### config.mk
export PLATFORM = sky130hd
export DESIGN_NAME = pmp_unit
export DESIGN_NICKNAME = d
export VERILOG_FILES = /design/src/verilog/pmp_access_pkg.sv /design/src/verilog/pmp_cfg_pkg.sv /design/src/verilog/pmp_unit.sv /design/src/verilog/pmp_csr_file.sv /design/src/verilog/pmp_resolve.sv /design/src/verilog/pmp_region_match.sv /design/src/verilog/pmp_req_stage.sv
export SDC_FILE = /design/constraint.sdc
export NUM_CORES = 1
export LEC_CHECK = 0
export BUFFER_PORTS_ARGS = -buffer_cell sky130_fd_sc_hd__buf_4
export CORE_MARGIN = 2
export CORE_UTILIZATION = 40
export CTS_CLUSTER_SIZE = 10
export DETAILED_ROUTE_END_ITERATION = 6
export PLACE_DENSITY = 0.67
export SLEW_MARGIN = 20
export SYNTH_ARGS = -nofsm -noshare
export SYNTH_HDL_FRONTEND = slang
export SYNTH_SLANG_ARGS = --single-unit
### constraint.sdc
create_clock -name clk_i -period 4.76 [get_ports clk_i]
set_input_delay 0.714 -clock clk_i [delete_from_list [all_inputs] [get_ports clk_i]]
set_output_delay 0.714 -clock clk_i [all_outputs]
set_load 0.05 [all_outputs]
### src/verilog/pmp_access_pkg.sv
// Access-side types; priv_e uses the ISA encoding and only U and M are supported
package pmp_access_pkg;

  // Privilege of the requester, ISA encoding
  typedef enum logic [1:0] {
    PRIV_U = 2'b00,
    PRIV_M = 2'b11
  } priv_e;

  // Kind of access being checked
  typedef enum logic [1:0] {
    ACC_EXEC  = 2'd0,
    ACC_READ  = 2'd1,
    ACC_WRITE = 2'd2
  } acc_type_e;

  typedef struct packed {
    logic [3:0]  tag;
    logic [31:0] addr;
    acc_type_e   typ;
    priv_e       priv;
  } acc_req_t;

  // Region index is only meaningful when matched is set
  typedef struct packed {
    logic [3:0] tag;
    logic       allowed;
    logic       matched;
    logic [3:0] region;
  } acc_rsp_t;

  // Verdict of a single region matcher
  typedef struct packed {
    logic match;
    logic permit;
  } region_vote_t;

endpackage
### src/verilog/pmp_cfg_pkg.sv
// PMP register types and register-port protocol; compile after pmp_access_pkg (uses priv_e)
package pmp_cfg_pkg;

  // Address-matching mode of one region
  typedef enum logic [1:0] {
    MODE_OFF   = 2'd0,
    MODE_TOR   = 2'd1,
    MODE_NA4   = 2'd2,
    MODE_NAPOT = 2'd3
  } pmp_mode_e;

  // One cfg byte, same layout as a pmpcfg field
  typedef struct packed {
    logic       lock;
    logic [1:0] zero;
    pmp_mode_e  mode;
    logic       exec;
    logic       write;
    logic       read;
  } pmp_cfg_t;

  // Register operations, CSRRW/CSRRS/CSRRC style
  typedef enum logic [1:0] {
    CSR_READ  = 2'd0,
    CSR_WRITE = 2'd1,
    CSR_SET   = 2'd2,
    CSR_CLEAR = 2'd3
  } csr_op_e;

  typedef struct packed {
    csr_op_e                 op;
    logic [11:0]             addr;
    logic [31:0]             wdata;
    pmp_access_pkg::priv_e   priv;
  } csr_req_t;

  // rdata is the value before the operation
  typedef struct packed {
    logic [31:0] rdata;
    logic        err;
  } csr_rsp_t;

  // Register map
  localparam logic [11:0] CSR_PMPCFG_BASE  = 12'h3A0;
  localparam logic [11:0] CSR_PMPADDR_BASE = 12'h3B0;
  localparam logic [11:0] CSR_MSECCFG      = 12'h747;

  localparam int MSECCFG_RLB_BIT = 2;

  // Architectural limit, decides which register addresses exist
  localparam int MAX_REGIONS = 16;

endpackage

### src/verilog/pmp_unit.sv
// PMP top level; NUM_REGIONS 1..16, GRANULARITY 0..8; two-cycle access check latency
`timescale 1ns/1ps

module pmp_unit #(
  parameter int NUM_REGIONS = 8,
  parameter int GRANULARITY = 2
) (
  input  logic                     clk_i,
  input  logic                     rst_ni,
  input  logic                     csr_valid_i,
  input  pmp_cfg_pkg::csr_req_t    csr_req_i,
  output logic                     csr_rvalid_o,
  output pmp_cfg_pkg::csr_rsp_t    csr_rsp_o,
  input  logic                     acc_valid_i,
  output logic                     acc_ready_o,
  input  pmp_access_pkg::acc_req_t acc_req_i,
  output logic                     rsp_valid_o,
  input  logic                     rsp_ready_i,
  output pmp_access_pkg::acc_rsp_t rsp_o
);

  pmp_cfg_pkg::pmp_cfg_t [NUM_REGIONS-1:0]        cfg;
  logic [NUM_REGIONS-1:0][31:0]                   pmp_addr;
  pmp_access_pkg::region_vote_t [NUM_REGIONS-1:0] votes;
  logic                                           stage_valid;
  pmp_access_pkg::acc_req_t                       stage_req;
  logic                                           advance;

  pmp_csr_file #(
    .NUM_REGIONS (NUM_REGIONS),
    .GRANULARITY (GRANULARITY)
  ) u_csr_file (
    .clk_i        (clk_i),
    .rst_ni       (rst_ni),
    .csr_valid_i  (csr_valid_i),
    .csr_req_i    (csr_req_i),
    .csr_rvalid_o (csr_rvalid_o),
    .csr_rsp_o    (csr_rsp_o),
    .cfg_o        (cfg),
    .addr_o       (pmp_addr)
  );

  pmp_req_stage u_req_stage (
    .clk_i         (clk_i),
    .rst_ni        (rst_ni),
    .acc_valid_i   (acc_valid_i),
    .acc_ready_o   (acc_ready_o),
    .acc_req_i     (acc_req_i),
    .advance_i     (advance),
    .stage_valid_o (stage_valid),
    .stage_req_o   (stage_req)
  );

  for (genvar i = 0; i < NUM_REGIONS; i++) begin : gen_region
    logic [31:0] lower_addr;

    // TOR lower bound comes from the entry below
    if (i == 0) begin : gen_base
      assign lower_addr = 32'd0;
    end else begin : gen_prev
      assign lower_addr = pmp_addr[i-1];
    end

    pmp_region_match #(
      .GRANULARITY (GRANULARITY)
    ) u_match (
      .req_i        (stage_req),
      .cfg_i        (cfg[i]),
      .addr_i       (pmp_addr[i]),
      .lower_addr_i (lower_addr),
      .vote_o       (votes[i])
    );
  end

  pmp_resolve #(
    .NUM_REGIONS (NUM_REGIONS)
  ) u_resolve (
    .clk_i         (clk_i),
    .rst_ni        (rst_ni),
    .stage_valid_i (stage_valid),
    .stage_req_i   (stage_req),
    .votes_i       (votes),
    .advance_o     (advance),
    .rsp_valid_o   (rsp_valid_o),
    .rsp_ready_i   (rsp_ready_i),
    .rsp_o         (rsp_o)
  );

endmodule

### src/verilog/pmp_csr_file.sv
// All 16 entries are addressable, entries at or above NUM_REGIONS read zero; only mseccfg.RLB exists
`timescale 1ns/1ps

module pmp_csr_file #(
  parameter int NUM_REGIONS = 8,
  parameter int GRANULARITY = 2
) (
  input  logic                                   clk_i,
  input  logic                                   rst_ni,
  input  logic                                   csr_valid_i,
  input  pmp_cfg_pkg::csr_req_t                  csr_req_i,
  output logic                                   csr_rvalid_o,
  output pmp_cfg_pkg::csr_rsp_t                  csr_rsp_o,
  output pmp_cfg_pkg::pmp_cfg_t [NUM_REGIONS-1:0] cfg_o,
  output logic [NUM_REGIONS-1:0][31:0]           addr_o
);

  // Low pmpaddr bits hidden by the granularity
  localparam logic [31:0] ZERO_MASK = (32'd1 << GRANULARITY) - 32'd1;
  localparam logic [31:0] ONES_MASK = ZERO_MASK >> 1;

  pmp_cfg_pkg::pmp_cfg_t [NUM_REGIONS-1:0] cfg_q;
  pmp_cfg_pkg::pmp_cfg_t [NUM_REGIONS-1:0] cfg_d;
  logic [NUM_REGIONS-1:0][31:0]            addr_q;
  logic [NUM_REGIONS-1:0][31:0]            addr_d;
  logic                                    rlb_q;
  logic                                    rlb_d;
  logic [NUM_REGIONS-1:0]                  lock_vec;
  logic [NUM_REGIONS-1:0]                  tor_above;
  logic [NUM_REGIONS-1:0]                  addr_frozen;
  logic [11:0]                             cfg_off;
  logic [11:0]                             addr_off;
  logic                                    is_cfg;
  logic                                    is_addr;
  logic                                    is_sec;
  logic                                    err;
  logic                                    wr_en;
  logic [31:0]                             old_word;
  logic [31:0]                             new_word;
  logic                                    rvalid_q;
  pmp_cfg_pkg::csr_rsp_t                   rsp_q;

  // Refuse reserved encodings, then apply the lock
  function automatic pmp_cfg_pkg::pmp_cfg_t legalize_cfg(pmp_cfg_pkg::pmp_cfg_t old_cfg,
                                                         pmp_cfg_pkg::pmp_cfg_t req_cfg,
                                                         logic rlb);
    pmp_cfg_pkg::pmp_cfg_t cfg;
    cfg = req_cfg;
    // RW=01 is reserved
    if (req_cfg.write && !req_cfg.read) begin
      cfg.exec  = old_cfg.exec;
      cfg.write = old_cfg.write;
      cfg.read  = old_cfg.read;
    end
    if ((GRANULARITY >= 1) && (req_cfg.mode == pmp_cfg_pkg::MODE_NA4)) begin
      cfg.mode = old_cfg.mode;
    end
    if (old_cfg.lock && !rlb) begin
      cfg = old_cfg;
    end
    cfg.zero = 2'b00;
    return cfg;
  endfunction

  // Offsets below the base wrap to large values
  assign cfg_off  = csr_req_i.addr - pmp_cfg_pkg::CSR_PMPCFG_BASE;
  assign addr_off = csr_req_i.addr - pmp_cfg_pkg::CSR_PMPADDR_BASE;
  assign is_cfg   = cfg_off < 12'(pmp_cfg_pkg::MAX_REGIONS / 4);
  assign is_addr  = addr_off < 12'(pmp_cfg_pkg::MAX_REGIONS);
  assign is_sec   = csr_req_i.addr == pmp_cfg_pkg::CSR_MSECCFG;

  assign err   = !(is_cfg || is_addr || is_sec) || (csr_req_i.priv == pmp_access_pkg::PRIV_U);
  assign wr_en = csr_valid_i && !err && (csr_req_i.op != pmp_cfg_pkg::CSR_READ);

  for (genvar i = 0; i < NUM_REGIONS; i++) begin : gen_entry
    if (i < NUM_REGIONS - 1) begin : gen_above
      assign tor_above[i] = cfg_q[i+1].lock && (cfg_q[i+1].mode == pmp_cfg_pkg::MODE_TOR);
    end else begin : gen_top
      assign tor_above[i] = 1'b0;
    end
    assign lock_vec[i]    = cfg_q[i].lock;
    assign addr_frozen[i] = (cfg_q[i].lock || tor_above[i]) && !rlb_q;
    // NAPOT/NA4 read low bits as ones, OFF/TOR as zeros
    assign addr_o[i] = (cfg_q[i].mode inside {pmp_cfg_pkg::MODE_NA4, pmp_cfg_pkg::MODE_NAPOT}) ?
                       (addr_q[i] | ONES_MASK) : (addr_q[i] & ~ZERO_MASK);
  end

  assign cfg_o = cfg_q;

  // Current value of the addressed register
  always_comb begin
    old_word = '0;
    for (int i = 0; i < NUM_REGIONS; i++) begin
      if (is_cfg && (cfg_off[1:0] == 2'(i / 4))) begin
        old_word[8 * (i % 4) +: 8] = cfg_q[i];
      end
      if (is_addr && (addr_off[3:0] == 4'(i))) begin
        old_word = addr_o[i];
      end
    end
    if (is_sec) begin
      old_word[pmp_cfg_pkg::MSECCFG_RLB_BIT] = rlb_q;
    end
  end

  always_comb begin
    case (csr_req_i.op)
      pmp_cfg_pkg::CSR_SET:   new_word = old_word | csr_req_i.wdata;
      pmp_cfg_pkg::CSR_CLEAR: new_word = old_word & ~csr_req_i.wdata;
      default:                new_word = csr_req_i.wdata;
    endcase
  end

  always_comb begin
    cfg_d  = cfg_q;
    addr_d = addr_q;
    rlb_d  = rlb_q;
    if (wr_en) begin
      for (int i = 0; i < NUM_REGIONS; i++) begin
        if (is_cfg && (cfg_off[1:0] == 2'(i / 4))) begin
          cfg_d[i] = legalize_cfg(cfg_q[i],
                                  pmp_cfg_pkg::pmp_cfg_t'(new_word[8 * (i % 4) +: 8]),
                                  rlb_q);
        end
        if (is_addr && (addr_off[3:0] == 4'(i)) && !addr_frozen[i]) begin
          addr_d[i] = new_word;
        end
      end
      // RLB is sticky-off once something is locked without it
      if (is_sec && (!(|lock_vec) || rlb_q)) begin
        rlb_d = new_word[pmp_cfg_pkg::MSECCFG_RLB_BIT];
      end
    end
  end

  always_ff @(posedge clk_i or negedge rst_ni) begin
    if (!rst_ni) begin
      cfg_q    <= '0;
      addr_q   <= '0;
      rlb_q    <= 1'b0;
      rvalid_q <= 1'b0;
    end else begin
      cfg_q    <= cfg_d;
      addr_q   <= addr_d;
      rlb_q    <= rlb_d;
      rvalid_q <= csr_valid_i;
    end
  end

  always_ff @(posedge clk_i) begin
    if (csr_valid_i) begin
      rsp_q.rdata <= err ? 32'd0 : old_word;
      rsp_q.err   <= err;
    end
  end

  assign csr_rvalid_o = rvalid_q;
  assign csr_rsp_o    = rsp_q;

endmodule

### src/verilog/pmp_resolve.sv
// Lowest-index region wins; no match allows M-mode and denies U-mode; NUM_REGIONS up to 16
`timescale 1ns/1ps

module pmp_resolve #(
  parameter int NUM_REGIONS = 8
) (
  input  logic                                          clk_i,
  input  logic                                          rst_ni,
  input  logic                                          stage_valid_i,
  input  pmp_access_pkg::acc_req_t                      stage_req_i,
  input  pmp_access_pkg::region_vote_t [NUM_REGIONS-1:0] votes_i,
  output logic                                          advance_o,
  output logic                                          rsp_valid_o,
  input  logic                                          rsp_ready_i,
  output pmp_access_pkg::acc_rsp_t                      rsp_o
);

  logic                     hit;
  logic [3:0]               hit_idx;
  logic                     hit_permit;
  pmp_access_pkg::acc_rsp_t result;
  logic                     rsp_valid_q;
  pmp_access_pkg::acc_rsp_t rsp_q;

  // Scan from the top so the lowest match is kept
  always_comb begin
    hit        = 1'b0;
    hit_idx    = 4'd0;
    hit_permit = 1'b0;
    for (int i = NUM_REGIONS - 1; i >= 0; i--) begin
      if (votes_i[i].match) begin
        hit        = 1'b1;
        hit_idx    = 4'(i);
        hit_permit = votes_i[i].permit;
      end
    end
  end

  always_comb begin
    result.tag     = stage_req_i.tag;
    result.matched = hit;
    result.region  = hit_idx;
    result.allowed = hit ? hit_permit : (stage_req_i.priv == pmp_access_pkg::PRIV_M);
  end

  // Result register frees up when empty or being taken
  assign advance_o = !rsp_valid_q || rsp_ready_i;

  always_ff @(posedge clk_i or negedge rst_ni) begin
    if (!rst_ni) begin
      rsp_valid_q <= 1'b0;
    end else if (advance_o) begin
      rsp_valid_q <= stage_valid_i;
    end
  end

  always_ff @(posedge clk_i) begin
    if (advance_o && stage_valid_i) begin
      rsp_q <= result;
    end
  end

  assign rsp_valid_o = rsp_valid_q;
  assign rsp_o       = rsp_q;

endmodule

### src/verilog/pmp_region_match.sv
// Combinational check of one region; only pmpaddr bits 29:0 are compared (32-bit physical space)
`timescale 1ns/1ps

module pmp_region_match #(
  parameter int GRANULARITY = 2
) (
  input  pmp_access_pkg::acc_req_t     req_i,
  input  pmp_cfg_pkg::pmp_cfg_t        cfg_i,
  input  logic [31:0]                  addr_i,
  input  logic [31:0]                  lower_addr_i,
  output pmp_access_pkg::region_vote_t vote_o
);

  // TOR bounds are aligned to the region granularity
  localparam logic [29:0] TOR_MASK = ~((30'd1 << GRANULARITY) - 30'd1);

  logic [29:0] word;
  logic [29:0] upper;
  logic [29:0] lower;
  logic [29:0] napot_care;
  logic        match;
  logic        perm;

  assign word  = req_i.addr[31:2];
  assign upper = addr_i[29:0] & TOR_MASK;
  assign lower = lower_addr_i[29:0] & TOR_MASK;

  // Trailing ones plus the next zero are don't-care bits
  assign napot_care = ~(addr_i[29:0] ^ (addr_i[29:0] + 30'd1));

  always_comb begin
    case (cfg_i.mode)
      pmp_cfg_pkg::MODE_TOR:   match = (word >= lower) && (word < upper);
      pmp_cfg_pkg::MODE_NA4:   match = (word == addr_i[29:0]);
      pmp_cfg_pkg::MODE_NAPOT: match = ((word ^ addr_i[29:0]) & napot_care) == 30'd0;
      default:                 match = 1'b0;
    endcase
  end

  always_comb begin
    case (req_i.typ)
      pmp_access_pkg::ACC_EXEC:  perm = cfg_i.exec;
      pmp_access_pkg::ACC_WRITE: perm = cfg_i.write;
      default:                   perm = cfg_i.read;
    endcase
  end

  assign vote_o.match = match;
  // M-mode is only bound by locked entries
  assign vote_o.permit = ((req_i.priv == pmp_access_pkg::PRIV_M) && !cfg_i.lock) ? 1'b1 : perm;

endmodule

### src/verilog/pmp_req_stage.sv
// One-entry skid-free input register; requester must hold valid and data until accepted
`timescale 1ns/1ps

module pmp_req_stage (
  input  logic                     clk_i,
  input  logic                     rst_ni,
  input  logic                     acc_valid_i,
  output logic                     acc_ready_o,
  input  pmp_access_pkg::acc_req_t acc_req_i,
  input  logic                     advance_i,
  output logic                     stage_valid_o,
  output pmp_access_pkg::acc_req_t stage_req_o
);

  logic                     valid_q;
  pmp_access_pkg::acc_req_t req_q;

  // Room when empty or when the held item moves to the resolver
  assign acc_ready_o = !valid_q || advance_i;

  always_ff @(posedge clk_i or negedge rst_ni) begin
    if (!rst_ni) begin
      valid_q <= 1'b0;
    end else if (acc_ready_o) begin
      valid_q <= acc_valid_i;
    end
  end

  // Payload only loads on a handshake
  always_ff @(posedge clk_i) begin
    if (acc_valid_i && acc_ready_o) begin
      req_q <= acc_req_i;
    end
  end

  assign stage_valid_o = valid_q;
  assign stage_req_o   = req_q;

endmodule

* After elaboration in Yosys (flattened, before gate mapping)
Index checks and enable logic that the tools add are counted.
** Word-level totals
- Flip-flop bits (word level) :: 391
- Latch bits :: 0
- Bits in writable memories :: 0
- ROM bits :: 0
- Input port bits :: 93
- Output and inout port bits :: 46
- Memories kept :: 0
** Operators by class
- $add $sub $neg :: 10
- Multiply operators :: 0
- Div/mod/pow operators :: 0
- Magnitude comparators :: 18
- Equality and inequality tests :: 49
- Shift-type cells :: 0
- Muxes and demuxes :: 74
- Bitwise gates (word level) :: 51
- Reductions and logical operators :: 162
** Operators with widths (number)
- $xor 30x30->30 :: 16
- $mux 32 :: 8
- $add 30x1->30 const B :: 8
- $and 30x30->30 :: 8
- $eq 30x30->1 :: 8
- $logic_not 30->1 :: 8
- $lt 30x30->1 :: 8
- $not 30->30 :: 8
- $ge 30x30->1 :: 7
- $logic_and 1x1->1 :: 65
- $mux 8 :: 8
- $pmux 32 s2 :: 1
- $reduce_and 4->1 :: 16
- $eq 2x2->1 const B :: 24
- $and 32x32->32 :: 1
- $not 32->32 :: 1
- $or 32x32->32 :: 1
- $ge 30x1->1 const B :: 1
- $mux 1 :: 27
- $logic_not 1->1 :: 26
- $pmux 1 s3 :: 8
- $reduce_and 3->1 :: 8
- $sub 12x10->12 const B :: 2
- $mux 2 :: 10
- other kinds (19) :: 86

* Longest topological paths before layout
- Word-level depth :: 26
- Depth in mapped cells :: 15

* By module
From an unflattened synthesis, not the netlist that was laid out.
** Unflattened totals
- Cell total of the unflattened synthesis :: 4267
- Area total of the unflattened synthesis :: 35476.5 um^2
** By module, submodules not included
- pmp_csr_file :: times used 1, cells each 2019, area an instance 18345.1 um^2, sequential area each 8448.1 um^2
- pmp_region_match :: times used 8, cells each 270, area an instance 1920.6 um^2, sequential area each 0.0 um^2
- pmp_req_stage :: times used 1, cells each 44, area an instance 1255.0 um^2, sequential area each 1226.2 um^2
- pmp_resolve :: times used 1, cells each 43, area an instance 508.0 um^2, sequential area each 295.3 um^2
- pmp_unit :: times used 1, cells each 1, area an instance 3.8 um^2, sequential area each 0.0 um^2

* Worst setup path after synthesis
OpenSTA, ideal clock, no wires.
- Path kind :: input -> register
- Start :: in csr_req_i[40] in the netlist's numbering
- End :: reg u_csr_file.rsp_q, in the netlist u_csr_file.csr_rsp_o[25], data pin
- Library setup time :: 0.266 ns
- Data arrival time :: 3.201 ns
- Path slack :: 1.293 ns
- Stages :: 15
- Buffers on the path :: 4
- Cell sequence :: inv_1 > ha_1 > a21o_1 > a311oi_2 > or2_1 > buf_4 > buf_6 > nor4_2 > buf_2 > buf_2 > a221o_1 > a221oi_1 > o21ai_0 > a221oi_1 > nor2_1
** On the way
- Longest elaborated chain between the ends :: 13
- Elaborated cells on any way between the ends :: 29
- Those cells by class :: add/sub: 2; order compare: 2; eq/ne: 1; mux: 10; reduce/logical: 14
** Ends and longest elaborated chain
- start: declaration :: RTL line pmp_unit.sv:11 : input pmp_cfg_pkg::csr_req_t csr_req_i,
- $sub 12x10->12 :: RTL line pmp_csr_file.sv:67 : assign addr_off = csr_req_i.addr - pmp_cfg_pkg::CSR_PMPADDR_BASE;
- $lt 12x5->1 :: RTL line pmp_csr_file.sv:69 : assign is_addr = addr_off < 12'(pmp_cfg_pkg::MAX_REGIONS);
- $logic_and 1x1->1 :: RTL line pmp_csr_file.sv:97 : if (is_addr && (addr_off[3:0] == 4'(i))) begin
- $mux 32 (3 in a row) :: RTL line pmp_csr_file.sv:97
- $mux 8 :: RTL line pmp_csr_file.sv:94 : if (is_cfg && (cfg_off[1:0] == 2'(i / 4))) begin
- $mux 32 (4 in a row) :: RTL line pmp_csr_file.sv:97
- $mux 8 :: RTL line pmp_csr_file.sv:94
- $mux 32 :: RTL line pmp_csr_file.sv:97
- end: declaration :: RTL line pmp_csr_file.sv:41 : pmp_cfg_pkg::csr_rsp_t rsp_q;
Parallel ways exist; a longest one is shown, timed or not.
A chain may end at the register's enable or synchronous reset.

==> run_results.csv <==
group,metric,value,unit
logic_synthesis,synth_edf_count,80,
floorplanning,dieHeight,262.5,um
drt,wire_per_inst,30.56,um
worst_setup_path,regToRegSetupSlack,220,ps
timing,rsz0062_at_grt,"no",
logic_synthesis,ys.flop_type,"dfrtp_1",
worst_setup_path,critPathMaxStageDelay,690,ps
timing,final_max_slew_viol_count,0,
status,status,"finished clean",
floorplanning,rows,94,
floorplanning,dieArea,0.06892,sq mm
clock_network,postCtsSetupRepairBufs,0,
logic_synthesis,yosys.area.top_type,"dfrtp_1",
global_routing,busiest_layer,"met2",
drt,drc,0,
global_routing,grt_use_met3,9.539,%
clock_network,root_buffer,"clkbuf_16",
final_layout,nets,3676,
global_routing,grt_pass1_wl,184100,um
worst_setup_path,crit_required,5100,ps
floorplanning,start_util,40.52,%
worst_setup_path,critical_path_depth,11,
worst_setup_path,worstPathArrival,4880,ps
logic_synthesis,synthArstFlopShare,78.95,%
placement,io_buffers,135,
worst_setup_path,cp_common_cell,"nand4_1",
timing,period_needed,4541,ps
drt,first_iter_violations,4472,
timing,fin_crit_sh,95.39,%
timing,tns,0,ps
clock_network,clock_latency,620,ps
global_routing,grt_pass1_vias,25367,
final_layout,multi_input_area,0.01526,sq mm
worst_setup_path,cp_cell_sequence,"ha_1 > nand4_1 > nor4_1 > o311ai_0 > a31oi_1 > nor2b_1 > o31ai_1 > and2_1 > nand4_1 > or4_4 > o221ai_1",
timing,setup_viol,0,
clock_network,cts_resized,0,
clock_network,cts.sinks,380,
worst_setup_path,crit_start,"u_req_stage.stage_req_o[26]$_DFFE_PP_",
global_routing,grt_max_degree,89,
clock_network,cts_made_buffers,48,
logic_synthesis,syn-num-nets,3438,
global_routing,met1_usage,50.99,%
power_and_ir_drop,vdd_ir_drop_max,238.4,uV
final_layout,seq_area,0.009910,sq mm
worst_setup_path,worstSetupStartpointType,"register",
logic_synthesis,synthesis.area,0.02673,sq mm
timing,hold_violations,0,
logic_synthesis,synth_cell_type_count,110,
worst_setup_path,critical-path-top-delay-family,"simple AND/OR/NAND/NOR gates",
floorplanning,die_w,262.5,um
drt,totalWireLength,129900,um
final_layout,final_cell_mix,"388 x nand2_1, 314 x buf_4, 300 x dfrtp_1",
final_layout,n_fill_cell,6437,
logic_synthesis,synth_area_leaders,"dfrtp_1 28%, ha_1 11%, edfxtp_1 9.0%, nand2_1 5.4%, o21ai_0 4.8%",
global_routing,antenna_found_initial,5,
floorplanning,coreArea,0.06598,sq mm
clock_network,clk_pin_slew,60,ps
placement,place_congestion,1.079,
final_layout,syn_to_final_growth,17.40,%
job,cap_violations,0,
worst_setup_path,crit_path_end_kind,"register",
logic_synthesis,yosysTopAreaCellShare,28.08,%
min_path,hold_class,"in -> async",
worst_setup_path,endpoint,"u_resolve.rsp_o[5]$_DFFE_PP_",
clock_network,cts_buffer_depth,3,
drt,first_pass_iters,7,
worst_setup_path,crit_type,"reg -> reg",
power_and_ir_drop,power_density,256.5,mW/mm^2
placement,dp_cells,4168,
worst_setup_path,slowest_stage,"edfxtp_1",
logic_synthesis,synth_warnings,0,
worst_setup_path,crit_fanout,8,
clock_network,cts_tree,"built",
worst_setup_path,r2r-end,"u_resolve.rsp_o[5]$_DFFE_PP_",
final_layout,final_common_cell,"nand2_1",
timing,max_clock_freq,220.2,MHz
floorplanning,io_pins,139,
drt,vias,27647,
placement,dp_hpwl,102000,um
worst_setup_path,crit_buf_inv,0,
global_routing,grtUsageTotal,36.72,%
final_layout,drive_above_1_share,13.61,%
global_routing,grt_overflow,0,
timing,skew,22.93,ps
logic_synthesis,synth-seq-area-share,37.07,%
clock_network,htree_levels,2,
logic_synthesis,synthCells,3116,
timing,tightest_slew,1162,ps
worst_setup_path,r2r-start,"u_req_stage.stage_req_o[26]$_DFFE_PP_",
power_and_ir_drop,p_leak,0.01259,uW
worst_setup_path,reg2reg_depth,11,
timing,slew_headroom,21.85,%
drt,antenna_left,0,
clock_network,ctsHoldBuffers,0,
global_routing,grtUsageMet2,52.16,%
drt,drt-vias-per-instance,6.504,
logic_synthesis,synth-seq-cells,380,
logic_synthesis,avgSynthCellArea,8.580,sq um
final_layout,finalNonFillerCells,4251,
how the worst min path moves through the flow:
stage,end,slack [ps],cells after the start
floorplan,u_resolve.rsp_o[6]$_DFFE_PP_,400,0
detailed placement,u_resolve.rsp_o[8]$_DFFE_PP_,410,0
finish,u_csr_file.addr_q[33]$_DFFE_PN0P_,120,1
CTS,u_csr_file.addr_q[33]$_DFFE_PN0P_,150,1
global route,u_csr_file.addr_q[33]$_DFFE_PN0P_,170,1
global placement,u_resolve.rsp_o[7]$_DFFE_PP_,400,0
power breakdown:
group	total [uW]	switching (uW)	internal [uW]
clock	3580	1540	2040
sequential	3460	87.5	3370
combinational	1010	659	349
cells in the mapped netlist (41+ instances only):
library cell / instances
a22oi_1: 41
a21oi_1: 212
ha_1: 229
dfrtp_1: 300
o21ai_0: 256
nand4_1: 87
nand2_1: 388
inv_1: 252
edfxtp_1: 80
nor2_1: 159
nor3_1: 64
o21ai_1: 86
nand3_1: 72
and3_1: 48
a31oi_1: 55
clkbuf_1: 93
state kept, by name, indices dropped and copies added, names as in the netlist:
signal                     count
u_csr_file.cfg_o              48
u_req_stage.stage_req_o       38
u_csr_file.rlb_q               1
u_resolve.rsp_o                9
u_req_stage.stage_valid_o      1
u_resolve.rsp_valid_o          1
u_csr_file.csr_rvalid_o        1
u_csr_file.addr_q            248
u_csr_file.csr_rsp_o          33
through the flow:
| step | worst slack (ps) | hold WS [ps] | power (uW) | cell area (sq um) | utilization, % |
|---|---|---|---|---|---|
| after floorplan | 1293 | 400.3 | 3984 | 26730 | - |
| after global placement | 349.4 | 401.3 | 4491 | 29910 | 45.33 |
| after detailed placement | 326.0 | 408.3 | 4493 | 29910 | 45.33 |
| after CTS | 420.9 | 148.4 | 8045 | 31380 | 47.56 |
| after global routing | 103.0 | 169.7 | 8270 | 31380 | 47.56 |
| final | 219.3 | 124.1 | 8050 | 31390 | 47.57 |
cell type report:
| cell class | instances | area share [%] |
|---|---|---|
| multi-input combinational | 2340 | 48.62 |
| sequential | 380 | 31.57 |
| timing repair buffer | 332 | 8.643 |
| clock buffer | 74 | 4.533 |
| tap | 864 | 3.444 |
| inverter | 252 | 3.014 |
| clock inverter | 8 | 0.1674 |
| antenna | 1 | 0.007973 |
kinds of logic after synthesis:
group | after synthesis | synth area share [%]
adders and majority gates | 229 | 10.72
buffers and inverters | 396 | 5.967
muxes | 20 | 0.7488
other | 1 | 0.01403
and+or+nand+nor | 1041 | 19.62
xor gates and xnor gates | 12 | 0.3931
DFF | 380 | 37.07
AOI/OAI and AO/OA | 1037 | 25.47
layer usage:
layer	part of all wire (%)	vias up
li1	-	12196
met1	41	13234
met2	41	1847
met3	12	366
met4	6.3	4
met5	0.020	-
Note: power is estimated with default switching activity, not from simulation.
